--- src/common/cpu_isa_pkg.sv ---
package cpu_isa_pkg;

    localparam int word_w    = 16;
    localparam int addr_w    = 12;
    localparam int mem_depth = 4096;

    // Instruction word fields
    localparam int i_bit  = 15;
    localparam int op_msb = 14;
    localparam int op_lsb = 12;

    typedef logic [word_w-1:0] word_t;
    typedef logic [addr_w-1:0] addr_t;

    // Opcode field of IR
    typedef enum logic [2:0] {
        AND_OP = 3'd0,
        ADD_OP = 3'd1,
        LDA_OP = 3'd2,
        STA_OP = 3'd3,
        BUN_OP = 3'd4,
        BSA_OP = 3'd5,
        ISZ_OP = 3'd6,
        REG_OP = 3'd7
    } opcode_t;

    // IR bit that selects each register-reference operation
    typedef enum logic [3:0] {
        RR_HLT = 4'd0,
        RR_SZE = 4'd1,
        RR_SZA = 4'd2,
        RR_SNA = 4'd3,
        RR_SPA = 4'd4,
        RR_INC = 4'd5,
        RR_CIL = 4'd6,
        RR_CIR = 4'd7,
        RR_CME = 4'd8,
        RR_CMA = 4'd9,
        RR_CLE = 4'd10,
        RR_CLA = 4'd11
    } rr_bit_e;

endpackage

--- src/common/cpu_ctrl_pkg.sv ---
package cpu_ctrl_pkg;

    // Sequence counter states
    typedef enum logic [2:0] {
        T0, T1, T2, T3, T4, T5, T6
    } t_state_t;

    // Which register drives the internal bus
    typedef enum logic [2:0] {
        BUS_MEM, BUS_AR, BUS_PC, BUS_DR, BUS_AC, BUS_IR
    } bus_src_t;

    typedef enum logic [2:0] {
        ALU_AND, ALU_ADD, ALU_PASS_DR, ALU_CMA, ALU_CIR, ALU_CIL, ALU_HOLD
    } alu_op_t;

    typedef enum logic [1:0] {
        E_HOLD, E_LOAD_ALU, E_CLR, E_CMP
    } e_op_t;

    typedef struct packed {
        logic     ld_ar;
        logic     inc_ar;
        logic     ld_pc;
        logic     inc_pc;
        logic     ld_dr;
        logic     inc_dr;
        logic     ld_ac;
        logic     inc_ac;
        logic     clr_ac;
        logic     ld_ir;
        bus_src_t bus_src;
        alu_op_t  alu_op;
        e_op_t    e_op;
        logic     mem_we;
    } ctrl_word_t;

    // Flags the control unit decides on
    typedef struct packed {
        cpu_isa_pkg::word_t ir;
        logic               ac_sign;
        logic               ac_zero;
        logic               dr_zero;
        logic               e;
    } status_t;

    // Nothing loads, nothing is written
    localparam ctrl_word_t ctrl_idle = '{
        default: 1'b0,
        bus_src: BUS_MEM,
        alu_op:  ALU_HOLD,
        e_op:    E_HOLD
    };

endpackage

--- src/datapath/datapath.sv ---
`timescale 1ns/1ps

module datapath (
    input  logic                     clk,
    input  logic                     rst,
    input  cpu_ctrl_pkg::ctrl_word_t ctrl,
    input  cpu_isa_pkg::word_t       rd_data,
    output cpu_isa_pkg::addr_t       ar,
    output cpu_isa_pkg::word_t       bus,
    output cpu_ctrl_pkg::status_t    status,
    output cpu_isa_pkg::addr_t       pc,
    output cpu_isa_pkg::word_t       ac,
    output logic                     e
);
    import cpu_isa_pkg::*;
    import cpu_ctrl_pkg::*;

    addr_t ar_q;
    addr_t pc_q;
    word_t dr_q;
    word_t ac_q;
    word_t ir_q;
    logic  e_q;
    word_t alu_res;
    logic  alu_carry;

    // Internal bus, addresses are zero-extended
    always_comb begin
        case (ctrl.bus_src)
            BUS_MEM: bus = rd_data;
            BUS_AR:  bus = {{(word_w-addr_w){1'b0}}, ar_q};
            BUS_PC:  bus = {{(word_w-addr_w){1'b0}}, pc_q};
            BUS_DR:  bus = dr_q;
            BUS_AC:  bus = ac_q;
            BUS_IR:  bus = ir_q;
            default: bus = '0;
        endcase
    end

    // ALU with carry toward E
    always_comb begin
        alu_res   = ac_q;
        alu_carry = e_q;
        case (ctrl.alu_op)
            ALU_AND:     alu_res = ac_q & dr_q;
            ALU_ADD:     {alu_carry, alu_res} = {1'b0, ac_q} + {1'b0, dr_q};
            ALU_PASS_DR: alu_res = dr_q;
            ALU_CMA:     alu_res = ~ac_q;
            // Rotates go through E
            ALU_CIR:     {alu_res, alu_carry} = {e_q, ac_q};
            ALU_CIL:     {alu_carry, alu_res} = {ac_q, e_q};
            default:     ;
        endcase
    end

    // Address and data holding registers
    always_ff @(posedge clk) begin
        if (ctrl.ld_ar) begin
            ar_q <= bus[addr_w-1:0];
        end else if (ctrl.inc_ar) begin
            ar_q <= ar_q + 1'b1;
        end
        if (ctrl.ld_dr) begin
            dr_q <= bus;
        end else if (ctrl.inc_dr) begin
            dr_q <= dr_q + 1'b1;
        end
    end

    always_ff @(posedge clk or posedge rst) begin
        if (rst) begin
            pc_q <= '0;
            ac_q <= '0;
            ir_q <= '0;
            e_q  <= 1'b0;
        end else begin
            if (ctrl.ld_pc) begin
                pc_q <= bus[addr_w-1:0];
            end else if (ctrl.inc_pc) begin
                pc_q <= pc_q + 1'b1;
            end
            if (ctrl.clr_ac) begin
                ac_q <= '0;
            end else if (ctrl.ld_ac) begin
                ac_q <= alu_res;
            end else if (ctrl.inc_ac) begin
                ac_q <= ac_q + 1'b1;
            end
            if (ctrl.ld_ir) begin
                ir_q <= bus;
            end
            case (ctrl.e_op)
                E_LOAD_ALU: e_q <= alu_carry;
                E_CLR:      e_q <= 1'b0;
                E_CMP:      e_q <= ~e_q;
                default:    ;
            endcase
        end
    end

    assign status.ir      = ir_q;
    assign status.ac_sign = ac_q[word_w-1];
    assign status.ac_zero = (ac_q == '0);
    assign status.dr_zero = (dr_q == '0);
    assign status.e       = e_q;

    assign ar = ar_q;
    assign pc = pc_q;
    assign ac = ac_q;
    assign e  = e_q;

endmodule

--- config.mk ---
export PLATFORM = sky130hd
export DESIGN_NAME = datapath
export DESIGN_NICKNAME = d
export VERILOG_FILES = /design/src/common/cpu_isa_pkg.sv /design/src/common/cpu_ctrl_pkg.sv /design/src/datapath/datapath.sv
export SDC_FILE = /design/constraint.sdc
export NUM_CORES = 1
export LEC_CHECK = 0
export ABC_AREA = 1
export BUFFER_PORTS_ARGS = -buffer_cell sky130_fd_sc_hd__buf_2
export CORE_MARGIN = 5
export CORE_UTILIZATION = 35
export CTS_CLUSTER_DIAMETER = 150
export DETAILED_ROUTE_END_ITERATION = 10
export PLACE_DENSITY = 0.6
export SYNTH_ARGS = -nofsm -noshare
export SYNTH_HDL_FRONTEND = slang
export SYNTH_SLANG_ARGS = --single-unit
--- constraint.sdc ---
create_clock -name clk -period 2.2 [get_ports clk]
set_input_delay 0.33 -clock clk [delete_from_list [all_inputs] [get_ports clk]]
set_output_delay 0.33 -clock clk [all_outputs]
set_load 0.005 [all_outputs]
* Yosys cells after proc, flatten, opt, wreduce, memory -nomap -nowiden *
Index checks and enable logic that the tools add are counted.

cells by class
  add/subtract/negate cells = 5
  equality and inequality tests = 15
  multiplexer cells = 13
  bitwise operators = 3
  reduce and logical (&&, ||, !) cells = 11

operators by type and width
  kind                                                 count
  one-hot mux 16 bit (6 select lines)                  2
  2-to-1 mux 16 bit                                    5
  2-to-1 mux 12 bit                                    4
  adder 16 x 1 -> 16 bit, second input constant        2
  logical NOT 16 bit                                   2
  adder 12 x 1 -> 12 bit, second input constant        2
  adder 16 x 16 -> 17 bit                              1
  bitwise AND 16 bit                                   1
  inverter 16 bit                                      1
  equality test 3 x 2 -> 1 bit, second input constant  4
  equality test 3 bit, second input constant           4
  != test 8 x 2 -> 1 bit, second input constant        1
  equality test 3 x 1 -> 1 bit, second input constant  2
  logical NOT 3 bit                                    2
  one-hot mux 1 bit (3 select lines)                   2
  nonzero test 2 bit                                   3
  nonzero test 3 bit                                   2
  equality test 2 bit, second input constant           2
  != test 4 x 1 -> 1 bit, second input constant        1
  AND reduction 2 bit                                  2
  equality test 2 x 1 -> 1 bit, second input constant  1
  inverter 1 bit                                       1

word-level totals
  flip-flop bits (word level) = 73
  input port bits = 37
  output and inout port bits = 77

* Longest topological paths before layout *
  word-level depth = 4
  gate-level depth with buffers = 15
  gate-level depth less buffers = 15

* Least setup slack after synthesis *
Ideal clock, no wire load.

  kind = register to register
  start = reg ac_q[0], in the netlist ac[0]
  end = reg ac_q[8], in the netlist ac[8]
  arrival = 2.014 ns
  data required time = 2.084 ns
  path slack = 0.070 ns
  stages on the path, launching flop included = 15
  buffers on the path = 0
  period minus slack after synthesis = 2.130 ns
  path through = dfrtp_1 -> ha_1 -> fa_1 -> nand2_1 -> nand2_1 -> and2_1 -> nand2_1 -> nand2_1 -> or2_2 -> nand3_1 -> nand2_1 -> nand2_1 -> nand2_1 -> nand2_1 -> nand2_1

on the way
  word-level cells in the longest chain between the ends = 4
  elaborated cells on any way between the ends = 6
  classes of those cells = add/sub (2); mux (4)

RTL lines
  element                                                                   RTL line                        source
  from (decl)                                                               datapath.sv:21                  word_t ac_q;
  from (signal assigned)                                                    datapath.sv:85                  ac_q <= alu_res;
  from (signal assigned)                                                    datapath.sv:87                  ac_q <= ac_q + 1'b1;
  adder 16 x 16 -> 17 bit or adder 16 x 1 -> 16 bit (tied branches)         datapath.sv:46, datapath.sv:87
  one-hot mux 16 bit (6 select lines) or 2-to-1 mux 16 bit (tied branches)  datapath.sv:44, datapath.sv:86
  2-to-1 mux 16 bit *                                                       datapath.sv:84                  end else if (ctrl.ld_ac) begin
  2-to-1 mux 16 bit *                                                       datapath.sv:82                  if (ctrl.clr_ac) begin

Every way passes the cells marked *; elsewhere a longest branch is shown, timed or not. The select of a mux whose other input is x is not followed.
A chain may end at the register's enable or synchronous reset.

* Final worst setup path *
  start = reg dr_q[7]
  end = out bus[7]

on the way
  word-level cells in the longest chain between the ends = 1

RTL lines
  element                              RTL line        source
  from (decl)                          datapath.sv:20  word_t dr_q;
  from (signal assigned)               datapath.sv:64  dr_q <= bus;
  from (signal assigned)               datapath.sv:66  dr_q <= dr_q + 1'b1;
  one-hot mux 16 bit (6 select lines)  datapath.sv:29  case (ctrl.bus_src)
  to (decl)                            datapath.sv:9   output cpu_isa_pkg::word_t bus,

Every way passes these cells.

==> run metrics <==
die area=21300 µm²; reg2reg setup slack=0.12 ns; area of the core=18100 µm²; Max stage delay on crit path=0.44 ns; Placed Instance Area=7510 µm²; critical path depth=6; DRC Markers=0; DRT antenna net count=0; Critical Path, Cell by Cell=buf_4 > inv_1 > o22ai_1 > nor2_1 > o221ai_2 > buf_2; Synth Net Count=1033; sequential share of the synthesized area=0.304; EDFF count, synth=28; largest net degree at the start of global routing=33; worst min-delay path category=in2reg; TritonCTS Buffers=9; Area Overhead vs Synth=23.2%; critical path required time=1.87 ns; WHS=0.292 ns; Most used DFF post-synth=dfrtp_1; CTS H-Tree Depth=3; ys async rst share=0.616; CP Max Fanout=6; CTS root buf=clkbuf_16; Max Slew Vio Count=0; Tot GR Track Use=0.219; Synth cell types=52; CTS Sinks=73; Clock Skew=0.00821 ns; Post-Route WL=23700 µm; Synth top area share=0.174; period utilisation layout=0.973; biggest area consumer among synthesized cells=dfrtp_1; standard-cell row count=49; min setup slack post-route=0.0593 ns; first-pass GRT wire length=37400 µm; fin crit period=2.14 ns; R2R depth=14; share of cells above drive strength 1=0.217; power density over the cells=696 nW/µm²; Least-Margin Pin Slew=0.579 ns; Clock Pin Slew Worst Setup and Hold Paths=0.07 ns; DP Wirelength=18600 µm; gpl congestion=0.903; startpoint types=flip-flop; via count=7180; Max Root-Sink Buffers=2; Starting DRT DRC Count=745; register bit total from synthesis=73; pre-CTS setup slack=0.0490 ns; final setup fails=0; Area contributors post-synth=dfrtp_1, nand2_1, edfxtp_1; Initial Util=0.358; CP delay by family, top=buffers and inverters; top post-synthesis cells by count=nand2_1, inv_1, nor2_1; Leak=0.00397 µW; synthesized netlist cell count=973; remaining global-route overflow=0; fin nets=1180; top-count cell post-synth=nand2_1; cell area after synthesis=6480 µm²; design area=7980 µm²; hold path depth=4; syn_area_per_cell=6.66 µm²; max_slew headroom=0.613; CP Class=reg2out; Worst Setup End Kind=output pin; clk_lat worst skew=0.35 ns; Avg WL per Cell=17.5 µm; initial antenna violation count=0; 1st-pass router iterations=5; IO Pins=114; Die X-Extent=146 µm; f_max=467 MHz; Peak VDD IR=0.410 mV; status=finished clean; yosys warns=0; Buf/Inv on CP=3; Max Cap Violations=0; Die H=146 µm; CTS tree=done; WP data arrival=1.81 ns; Hold Vio Cnt, Final=0; port bufs=112; vias in the first global route=6782; Antenna Cells=0; slowest CP cell=edfxtp_1; vias per cell=5.30; setup_tns=0 ns
## per-layer routing
metal / vias up / GRT usage / routed length [µm]
li1: 3548 / - / -
met1: 3334 / 0.306 / 10900
met2: 261 / 0.350 / 10800
met3: 37 / 0.0369 / 1460
met4: 0 / 0.0649 / 577
met5: - / 0 / 0
## stage by stage
stage,total power (µW),cells,util
final,5550,1354,0.441
after global routing,5880,1354,0.441
after CTS,5500,1351,0.436
after floorplan,2940,973,-
after detailed placement,3740,1333,0.415
after global placement,3730,1333,0.415
## worst reg2reg max path: stages, from the launching register on
cell,delay (ns)
edfxtp_1,0.40
ha_2,0.22
fa_2,0.38
nand2_2,0.08
nand2_2,0.06
and2_4,0.15
nand2_2,0.05
nand2_2,0.05
or2_2,0.27
nand3_1,0.07
nand2_1,0.05
nand2_1,0.06
nand2_1,0.04
nand2_1,0.05
nand2_1,0.04
## cell usage in the layout (no fill, tap or decap), types with 6 or more instances in the layout
cell type and n:
nand2_1 260, inv_1 143, buf_2 112, nor2_1 72, o21ai_0 64, nand3_1 53
buf_4 51, dfrtp_1 44, o22ai_1 43, a21oi_1 38, edfxtp_1 28, nand4_1 24
nor3_1 20, ha_1 19, o21ai_1 18, xor2_1 16, nand2_2 11, clkbuf_16 11
inv_2 9, a31oi_1 7, nor3_2 6
## area by class of cell
cell class                 count  area (µm²)
sequential                    73        1970
clock buffer                  14         317
inverter                     156         596
tap                          229         287
clock inverter                 2        36.3
multi-input combinational    716        3820
fill                        1897       10100
timing repair buffer         164         953
## report_power, final
part           switching (µW)  internal [µW]
clock                     639           1110
combinational            1220            733
sequential                216           1640
total                    2070           3480
## sequential cells by signal (all words and copies together), names as in the netlist
| register | flops |
|---|---|
| ac | 16 |
| e | 1 |
| ar | 12 |
| pc | 12 |
| dr_q | 16 |
| ir_q | 16 |
## final timing paths
kind,startpoint,end
max,dr_q[7],bus[7]
min,ctrl[2],e
max reg2reg,dr_q[0],ac[8]
min reg2reg,ir_q[15],ir_q[15]
max in group asynchronous,rst,ir_q[11]
min in group asynchronous,rst,ac[2]
## timing repair
action                                 in CTS  in global routing
endpoints found under the hold margin       1                  0
hold buffers                                1                  0
pin swaps                                   1                  8
cloned                                      0                  0
setup endpoints to repair                   2                 12
gates resized for setup                     1                 18
setup buffers                               1                  3
## cells by family after synthesis
family | count (synthesis) | synth area share
AOI/OAI and AO/OA | 199 | 0.184
xor gates and xnor gates | 17 | 0.0230
adders and majority gates | 23 | 0.0456
buffers and inverters | 184 | 0.116
DFF | 73 | 0.304
and+or+nand+nor | 477 | 0.328
No activity file was read; power rests on OpenSTA's default activity.
