--- src/common/cpu_isa_pkg.sv ---
package cpu_isa_pkg;

    localparam int word_w    = 16;
    localparam int addr_w    = 12;
    localparam int mem_depth = 4096;

    // Instruction word fields
    localparam int i_bit  = 15;
    localparam int op_msb = 14;
    localparam int op_lsb = 12;

    typedef logic [word_w-1:0] word_t;
    typedef logic [addr_w-1:0] addr_t;

    // Opcode field of IR
    typedef enum logic [2:0] {
        AND_OP = 3'd0,
        ADD_OP = 3'd1,
        LDA_OP = 3'd2,
        STA_OP = 3'd3,
        BUN_OP = 3'd4,
        BSA_OP = 3'd5,
        ISZ_OP = 3'd6,
        REG_OP = 3'd7
    } opcode_t;

    // IR bit that selects each register-reference operation
    typedef enum logic [3:0] {
        RR_HLT = 4'd0,
        RR_SZE = 4'd1,
        RR_SZA = 4'd2,
        RR_SNA = 4'd3,
        RR_SPA = 4'd4,
        RR_INC = 4'd5,
        RR_CIL = 4'd6,
        RR_CIR = 4'd7,
        RR_CME = 4'd8,
        RR_CMA = 4'd9,
        RR_CLE = 4'd10,
        RR_CLA = 4'd11
    } rr_bit_e;

endpackage

--- src/common/cpu_ctrl_pkg.sv ---
package cpu_ctrl_pkg;

    // Sequence counter states
    typedef enum logic [2:0] {
        T0, T1, T2, T3, T4, T5, T6
    } t_state_t;

    // Which register drives the internal bus
    typedef enum logic [2:0] {
        BUS_MEM, BUS_AR, BUS_PC, BUS_DR, BUS_AC, BUS_IR
    } bus_src_t;

    typedef enum logic [2:0] {
        ALU_AND, ALU_ADD, ALU_PASS_DR, ALU_CMA, ALU_CIR, ALU_CIL, ALU_HOLD
    } alu_op_t;

    typedef enum logic [1:0] {
        E_HOLD, E_LOAD_ALU, E_CLR, E_CMP
    } e_op_t;

    typedef struct packed {
        logic     ld_ar;
        logic     inc_ar;
        logic     ld_pc;
        logic     inc_pc;
        logic     ld_dr;
        logic     inc_dr;
        logic     ld_ac;
        logic     inc_ac;
        logic     clr_ac;
        logic     ld_ir;
        bus_src_t bus_src;
        alu_op_t  alu_op;
        e_op_t    e_op;
        logic     mem_we;
    } ctrl_word_t;

    // Flags the control unit decides on
    typedef struct packed {
        cpu_isa_pkg::word_t ir;
        logic               ac_sign;
        logic               ac_zero;
        logic               dr_zero;
        logic               e;
    } status_t;

    // Nothing loads, nothing is written
    localparam ctrl_word_t ctrl_idle = '{
        default: 1'b0,
        bus_src: BUS_MEM,
        alu_op:  ALU_HOLD,
        e_op:    E_HOLD
    };

endpackage

--- src/control/control_unit.sv ---
`timescale 1ns/1ps

module control_unit (
    input  logic                    clk,
    input  logic                    rst,
    input  logic                    start,
    input  cpu_ctrl_pkg::status_t   status,
    output cpu_ctrl_pkg::ctrl_word_t ctrl,
    output logic                    mem_we,
    output logic                    halted
);
    import cpu_isa_pkg::*;
    import cpu_ctrl_pkg::*;

    t_state_t sc;
    logic     i_ff;
    logic     run;
    logic     sc_clr;
    logic     hlt_now;
    opcode_t  opcode;

    assign opcode = opcode_t'(status.ir[op_msb:op_lsb]);

    always_comb begin
        ctrl    = ctrl_idle;
        sc_clr  = 1'b0;
        hlt_now = 1'b0;
        if (run) begin
            case (sc)
                T0: begin
                    ctrl.bus_src = BUS_PC;
                    ctrl.ld_ar   = 1'b1;
                end
                T1: begin
                    ctrl.bus_src = BUS_MEM;
                    ctrl.ld_ir   = 1'b1;
                    ctrl.inc_pc  = 1'b1;
                end
                T2: begin
                    ctrl.bus_src = BUS_IR;
                    ctrl.ld_ar   = 1'b1;
                end
                T3: begin
                    if (opcode == REG_OP) begin
                        sc_clr = 1'b1;
                        // Highest set bit wins
                        if (status.ir[RR_CLA]) begin
                            ctrl.clr_ac = 1'b1;
                        end else if (status.ir[RR_CLE]) begin
                            ctrl.e_op = E_CLR;
                        end else if (status.ir[RR_CMA]) begin
                            ctrl.alu_op = ALU_CMA;
                            ctrl.ld_ac  = 1'b1;
                        end else if (status.ir[RR_CME]) begin
                            ctrl.e_op = E_CMP;
                        end else if (status.ir[RR_CIR]) begin
                            ctrl.alu_op = ALU_CIR;
                            ctrl.ld_ac  = 1'b1;
                            ctrl.e_op   = E_LOAD_ALU;
                        end else if (status.ir[RR_CIL]) begin
                            ctrl.alu_op = ALU_CIL;
                            ctrl.ld_ac  = 1'b1;
                            ctrl.e_op   = E_LOAD_ALU;
                        end else if (status.ir[RR_INC]) begin
                            ctrl.inc_ac = 1'b1;
                        end else if (status.ir[RR_SPA]) begin
                            ctrl.inc_pc = !status.ac_sign;
                        end else if (status.ir[RR_SNA]) begin
                            ctrl.inc_pc = status.ac_sign;
                        end else if (status.ir[RR_SZA]) begin
                            ctrl.inc_pc = status.ac_zero;
                        end else if (status.ir[RR_SZE]) begin
                            ctrl.inc_pc = !status.e;
                        end else if (status.ir[RR_HLT]) begin
                            hlt_now = 1'b1;
                        end
                    end else if (i_ff) begin
                        // Indirect: fetch effective address
                        ctrl.bus_src = BUS_MEM;
                        ctrl.ld_ar   = 1'b1;
                    end
                end
                T4: begin
                    case (opcode)
                        AND_OP, ADD_OP, LDA_OP, ISZ_OP: begin
                            ctrl.bus_src = BUS_MEM;
                            ctrl.ld_dr   = 1'b1;
                        end
                        STA_OP: begin
                            ctrl.bus_src = BUS_AC;
                            ctrl.mem_we  = 1'b1;
                            sc_clr       = 1'b1;
                        end
                        BUN_OP: begin
                            ctrl.bus_src = BUS_AR;
                            ctrl.ld_pc   = 1'b1;
                            sc_clr       = 1'b1;
                        end
                        BSA_OP: begin
                            ctrl.bus_src = BUS_PC;
                            ctrl.mem_we  = 1'b1;
                            ctrl.inc_ar  = 1'b1;
                        end
                        default: sc_clr = 1'b1;
                    endcase
                end
                T5: begin
                    sc_clr = 1'b1;
                    case (opcode)
                        AND_OP: begin
                            ctrl.alu_op = ALU_AND;
                            ctrl.ld_ac  = 1'b1;
                        end
                        ADD_OP: begin
                            ctrl.alu_op = ALU_ADD;
                            ctrl.ld_ac  = 1'b1;
                            ctrl.e_op   = E_LOAD_ALU;
                        end
                        LDA_OP: begin
                            ctrl.alu_op = ALU_PASS_DR;
                            ctrl.ld_ac  = 1'b1;
                        end
                        BSA_OP: begin
                            ctrl.bus_src = BUS_AR;
                            ctrl.ld_pc   = 1'b1;
                        end
                        ISZ_OP: begin
                            ctrl.inc_dr = 1'b1;
                            sc_clr      = 1'b0;
                        end
                        default: ;
                    endcase
                end
                T6: begin
                    // Only ISZ gets here
                    ctrl.bus_src = BUS_DR;
                    ctrl.mem_we  = 1'b1;
                    ctrl.inc_pc  = status.dr_zero;
                    sc_clr       = 1'b1;
                end
                default: sc_clr = 1'b1;
            endcase
        end
    end

    always_ff @(posedge clk or posedge rst) begin
        if (rst) begin
            sc   <= T0;
            i_ff <= 1'b0;
            run  <= 1'b0;
        end else if (!run) begin
            if (start) begin
                run <= 1'b1;
            end
        end else begin
            if (hlt_now) begin
                run <= 1'b0;
            end
            if (sc_clr) begin
                sc <= T0;
            end else begin
                sc <= t_state_t'(sc + 3'd1);
            end
            if (sc == T2) begin
                i_ff <= status.ir[i_bit];
            end
        end
    end

    assign mem_we = ctrl.mem_we;
    assign halted = !run;

    // Counter never holds the unused code above T6
    sc_range_a: assert property (@(posedge clk) disable iff (rst) sc <= T6)
        else $error("sequence counter passed T6");

    ld_inc_a: assert property (@(posedge clk) disable iff (rst)
        !(ctrl.ld_ar && ctrl.inc_ar) && !(ctrl.ld_pc && ctrl.inc_pc) &&
        !(ctrl.ld_dr && ctrl.inc_dr) && !(ctrl.ld_ac && ctrl.inc_ac))
        else $error("register loaded and incremented together");

    halt_we_a: assert property (@(posedge clk) disable iff (rst) halted |-> !mem_we)
        else $error("memory write while halted");

endmodule

--- config.mk ---
export PLATFORM = sky130hd
export DESIGN_NAME = control_unit
export DESIGN_NICKNAME = d
export VERILOG_FILES = /design/src/common/cpu_isa_pkg.sv /design/src/common/cpu_ctrl_pkg.sv /design/src/control/control_unit.sv
export SDC_FILE = /design/constraint.sdc
export NUM_CORES = 1
export LEC_CHECK = 0
export BUFFER_PORTS_ARGS = -buffer_cell sky130_fd_sc_hd__buf_2
export CORE_AREA = 5 5 65 67
export CTS_BUF_LIST = sky130_fd_sc_hd__clkbuf_8
export DETAILED_ROUTE_END_ITERATION = 12
export DIE_AREA = 0 0 70 72
export GPL_TIMING_DRIVEN = 0
export MAX_ROUTING_LAYER = met4
export PLACE_DENSITY = 0.54
export SYNTH_ARGS = -nofsm -noshare
export SYNTH_HDL_FRONTEND = slang
export SYNTH_SLANG_ARGS = --single-unit
--- constraint.sdc ---
create_clock -name clk -period 4.2 [get_ports clk]
set_input_delay 1.05 -clock clk [delete_from_list [all_inputs] [get_ports clk]]
set_output_delay 1.05 -clock clk [all_outputs]
set_load 0.005 [all_outputs]
**Word-level counts from Yosys, hierarchy flattened**

Cells that the tools add are included.

- Bits of input ports: 23
- Logic and storage cells: 112
- Output and inout bits: 21
- Register bits: 5

- Equal/unequal tests: 13
- Add/sub/neg operators: 1
- Multiplexer cells: 83
- Reductions and logical operators: 12

Operator list:

| kind | count |
|---|---|
| 2-to-1 mux 1 bit | 56 |
| == test 3 bit, second input constant | 7 |
| 2-to-1 mux 19 bit | 1 |
| case mux 3 bit (3 select lines) | 2 |
| 2-to-1 mux 2 bit | 8 |
| case mux 3 bit (5 select lines) | 1 |
| == test 3 x 2 -> 1 bit, second input constant | 4 |
| 2-to-1 mux 3 bit | 4 |
| 2-to-1 mux 5 bit | 2 |
| case mux 5 bit (2 select lines) | 1 |
| 2-to-1 mux 4 bit | 2 |
| case mux 1 bit (2 select lines) | 4 |
| == test 3 x 1 -> 1 bit, second input constant | 2 |
| zero test 3 bit | 2 |
| OR reduction 3 bit | 2 |
| OR reduction 5 bit | 1 |
| case mux 1 bit (4 select lines) | 1 |
| OR reduction 2 bit | 2 |
| OR reduction 4 bit | 1 |
| adder 3 x 1 -> 3 bit, second input constant | 1 |
| zero test 1 bit | 3 |
| case mux 1 bit (3 select lines) | 1 |
| AND reduction 2 bit | 1 |

**Depth between registers and ports, before layout**

- Depth in word-level cells: 17
- Mapped depth: 5
- Mapped depth without buffers: 5

**Worst setup path before layout**

Ideal clock, no wire load.

- Kind: input -> output
- Start: in status[16] in the netlist's numbering
- End: out ctrl[4] in the netlist's numbering
- Arrival time: 1930 ps
- Cell stages on the path: 5
- Slack: 1220 ps
- Required time: 3150 ps
- Path buffers: 2
- Path through: buf_2 -> and3_1 -> buf_4 -> nand4_1 -> a221o_1

RTL lines:

| item | RTL line | source |
|---|---|---|
| start: declaration | control_unit.sv:7 | `input cpu_ctrl_pkg::status_t status,` |
| end: declaration | control_unit.sv:8 | `output cpu_ctrl_pkg::ctrl_word_t ctrl,` |

==> results by stage <==
Status:
- The flow ran to the end, and the final reports show no timing, DRC or antenna violations.

Drt:
- The detailed router placed slightly below 1,000 vias in this run.
- The detail route stage leaves a number of antenna-violating nets equal to 0.
- The final wirelength is 2616 µm.
- The pre-antenna-repair detailed-routing pass consisted of 4 iterations.
- Dividing the detail-routed wire length by the instance count gives 12.46 µm.
- The starting DRC count in detailed routing is 14.
- After detailed routing, the number of vias per cell comes to 4.733.
- After detailed routing, the number of remaining DRC violations is 0.

Finish:
- The library cell used most frequently in the layout, excluding fill and tap cells, is buf_2.
- Cells with a size suffix above 1 make up about a third of the layout.
- The layout overhead on the synthesized area is 36.74%.
- After the flow finishes, the layout carries non-filler instances totaling 210.
- The library cells used most frequently in the layout, excluding fill and tap cells, are buf_2 (44), nand3_1 (10), a21oi_1 (10).
- The core utilization of the finished layout is 32.80%.
- The number of antenna diodes in the final layout is 0.
- For this run, the post-layout net count is approximately 190.

Pwr:
- The power density over cell area is 462.5 nW/µm².
- Summed over all cells, the static leakage comes to 0.5599 nW.
- The total power consumption of the routed design is 0.5429 mW.
- The switching power is 0.2425 mW.
- The internal power consumption is 0.3004 mW.
- Per report_power, the clock group accounts for 15.5% of the total.
- The maximum vdd drop is 0.2474 mV.
- Combinational cells account for ~67% of the total power.
- In this run switching power makes up 44.66% of total power.
- Sequential cells account for 17.4% of the total power.

Clock tree:
- Clock-pin slew was measured on the worst setup and hold paths at 0.03 ns.
- The quantity of gates resized following cts is 0.
- The clock tree root driver cell is clkbuf_8.
- CTS built an H-tree with a depth of 1.
- Clock tree synthesis inserted a total of 3 buffers.
- The CTS tree is built.
- Hold repair after CTS inserted 0 buffers.
- The longest clock path from root to sink contains 2 buffers.
- For this design, the sink count on the clock tree is 5.
- The insertion delay to the later sink of the worst-skew pair is between 0.2 and 0.25 ns.
- The number of setup buffers added after CTS is 0.

Global route:
- The via count of the first global-routing pass is 975.
- The first-pass GRT wire length is 4160 µm.
- The remaining global-route overflow is 0.
- Entering global routing, the biggest net connects 11 pins.
- The total global-route track usage is 10.19%.
- The initial antenna violation count is 0.

Critical path:
- The setup check on the worst reg-to-reg path leaves a slack of 2.36 ns.
- The worst setup path is of the reg2out kind.
- STA classifies the critical path endpoint as an output port.
- The critical path goes through inv_1 > ha_1 > nand4_4 > nand4bb_1 > o41ai_1 > buf_2.
- Together, buffers and inverters on the worst path number 2.
- The worst setup path is launched from a flop.
- The largest incremental delay on the critical path is 0.44 ns.
- The data arrival time of the critical path is 2.22 ns.
- The worst register-to-register path has a depth of 5.
- The slowest stage of the critical path is the dfrtp_1 cell.
- In this run the critical register-to-register path is launched from sc[2]$_DFFE_PP0P_.
- Along the worst path, the maximum fanout reaches 8.
- The endpoint identified for the worst register-to-register timing path is run$_DFF_PP0_.
- The required time of the critical path is 3.15 ns.
- The kind of cell with the highest combined delay along the critical path is simple AND/OR/NAND/NOR gates.

Timing:
- The final critical path takes up 77.83% of the cycle.
- Setup repair after global routing left no endpoint under its margin.
- The clock skew after layout is 0.001810 ns.
- The sum of negative setup slack is 0 ns.
- The hold violation total from the final report is 0.
- The final number of setup-violating endpoints is 0.
- At the pin with the least slew margin, the transition time is 0.4157 ns.
- For the finished layout, the period the worst path requires is between 3 and 4 ns.
- Measured against its own limit, the worst slew margin works out to 71.57%.
- The maximum achievable frequency is a little over 300 MHz.
- The final number of max-transition violations is 0.

Floorplanning:
- Row generation in the floorplan step produced 22 rows.
- The effective utilization at floorplan is 23.99%.
- The floorplan step defined a core boundary enclosing 3578 µm².
- The die boundary height is 72 µm.
- The area enclosed by the die boundary is around 5000 µm².
- The I/O pin count is 44.
- In this run the horizontal extent of the chip is 70 µm.

Yosys:
- The per-instance average area after synthesis is roughly 7.4 µm².
- The most frequently used flop master after synthesis is dfrtp_1.
- The synthesized net count is 144.
- The post-synthesis cell type count is 42.
- Sequential elements use 14.58% of the synthesized area.
- In the synthesized netlist the async set-or-reset flop fraction comes to 100.0%.
- The post-synthesis instance area is between 800 and 900 µm².
- The number of enable-type register cells in the synthesized netlist is 0.
- In the synthesized netlist, the number of instances is between 100 and 150.
- The count of synthesis-stage warnings from yosys is 0.
- The number of synthesized register bits is 5.

Job:
- The number of max-cap violations is 0.

Min path:
- The path category of the worst min-delay check is reg2reg.
- The startpoint of the lowest-slack hold path is i_ff$_DFFE_PP0P_.
- The count of cells along the worst hold path is 1.
- The worst min-delay path endpoint is i_ff$_DFFE_PP0P_.

Place:
- Once detailed placement completed, the half-perimeter wirelength came to 2143 µm.
- The number of input and output port buffers inserted is 42.
- After detailed placement, the design holds a cell count of 206.
- The congestion estimate from routability-driven global placement came to 0.8006.
-- flip-flops by register name, summed over array words and instances, names as in the netlist --
name,cells
sc,3
run,1
i_ff,1
-- cell usage after synthesis (2+ instances only) --
cell | number | area (µm²)
nor3_1 | 4 | 20.02
nand3b_1 | 2 | 15.01
clkbuf_1 | 2 | 7.510
nor3b_1 | 3 | 22.52
buf_6 | 2 | 22.52
o21ai_0 | 3 | 15.01
nor4_1 | 2 | 12.51
o32ai_1 | 3 | 26.28
and3_1 | 3 | 18.77
ha_1 | 5 | 62.56
mux2_2 | 2 | 22.52
and2_1 | 2 | 12.51
buf_2 | 2 | 10.01
o2111ai_1 | 2 | 17.52
a21oi_1 | 10 | 50.05
nand2_1 | 9 | 33.78
buf_4 | 2 | 15.01
o22a_1 | 2 | 17.52
nand3_1 | 10 | 50.05
dfrtp_1 | 5 | 125.1
inv_1 | 7 | 26.28
nor2b_1 | 8 | 50.05
nor2_1 | 7 | 26.28
-- worst max path at each step --
stage / start / to / slack, ns / cells past startpoint
after floorplan: status[16] / ctrl[4] / 1.22 / 5
after global placement: status[16] / ctrl[15] / 0.96 / 5
after detailed placement: status[18] / ctrl[4] / 0.97 / 7
after CTS: sc[2]$_DFFE_PP0P_ / ctrl[15] / 0.94 / 6
after global routing: sc[2]$_DFFE_PP0P_ / ctrl[15] / 0.80 / 6
final: sc[2]$_DFFE_PP0P_ / ctrl[15] / 0.93 / 6
-- worst reg2reg max path, stage by stage (launching register included) --
cell and delay, ns:
dfrtp_1 0.44, inv_1 0.20, ha_1 0.38, nand4_4 0.21, nand4bb_1 0.28, o22a_1 0.21
-- power groups by stage --
stage	clock, mW	combinational [mW]	sequential (mW)
2_1_floorplan	0	0.249	0.0868
3_3_place_gp	0	0.366	0.0947
3_5_place_dp	0	0.368	0.0943
4_1_cts	0.0862	0.370	0.0938
5_1_grt	0.0890	0.410	0.0979
6_report	0.0839	0.365	0.0942
-- through the flow --
step	area, µm²	hold WS, ns	setup WS [ns]
floorplan	858.3	0.4797	1.220
global placement	1129	0.5073	0.9643
detailed placement	1129	0.5145	0.9684
CTS	1174	0.5217	0.9361
global route	1174	0.5312	0.7962
finish	1174	0.5207	0.9313
-- metal layers --
| layer | global-route usage, % | vias up | share of wire, % |
|---|---|---|---|
| li1 | - | 525 | - |
| met1 | 12.82 | 449 | 49 |
| met2 | 17.63 | 18 | 49 |
| met3 | 0.5540 | 2 | 2.3 |
| met4 | 3.191 | 0 | 0.42 |
| met5 | - | - | 0 |
-- final cells by class --
| cell class | count | area, µm² |
|---|---|---|
| buffer | 8 | 55.05 |
| inverter | 7 | 26.28 |
| clock buffer | 3 | 41.29 |
| timing repair buffer | 42 | 210.2 |
| sequential | 5 | 125.1 |
| tap | 48 | 60.06 |
| clock inverter | 1 | 3.754 |
| multi-input combinational | 96 | 651.9 |
| fill | 416 | 2405 |
-- kinds of logic (layout without fill, tap and decap cells) --
group / after synthesis / in the layout / share of synthesized area [%]
AND/OR/NAND/NOR: 59 / 59 / 41.25
multiplexers: 2 / 2 / 2.624
XOR/XNOR: 1 / 1 / 1.021
adder cells (fa/ha/maj): 5 / 5 / 7.289
AO/OA/AOI/OAI: 29 / 29 / 23.76
flip-flops: 5 / 5 / 14.58
buffers and inverters: 15 / 61 / 9.475
Power figures use the tool's default switching activity.
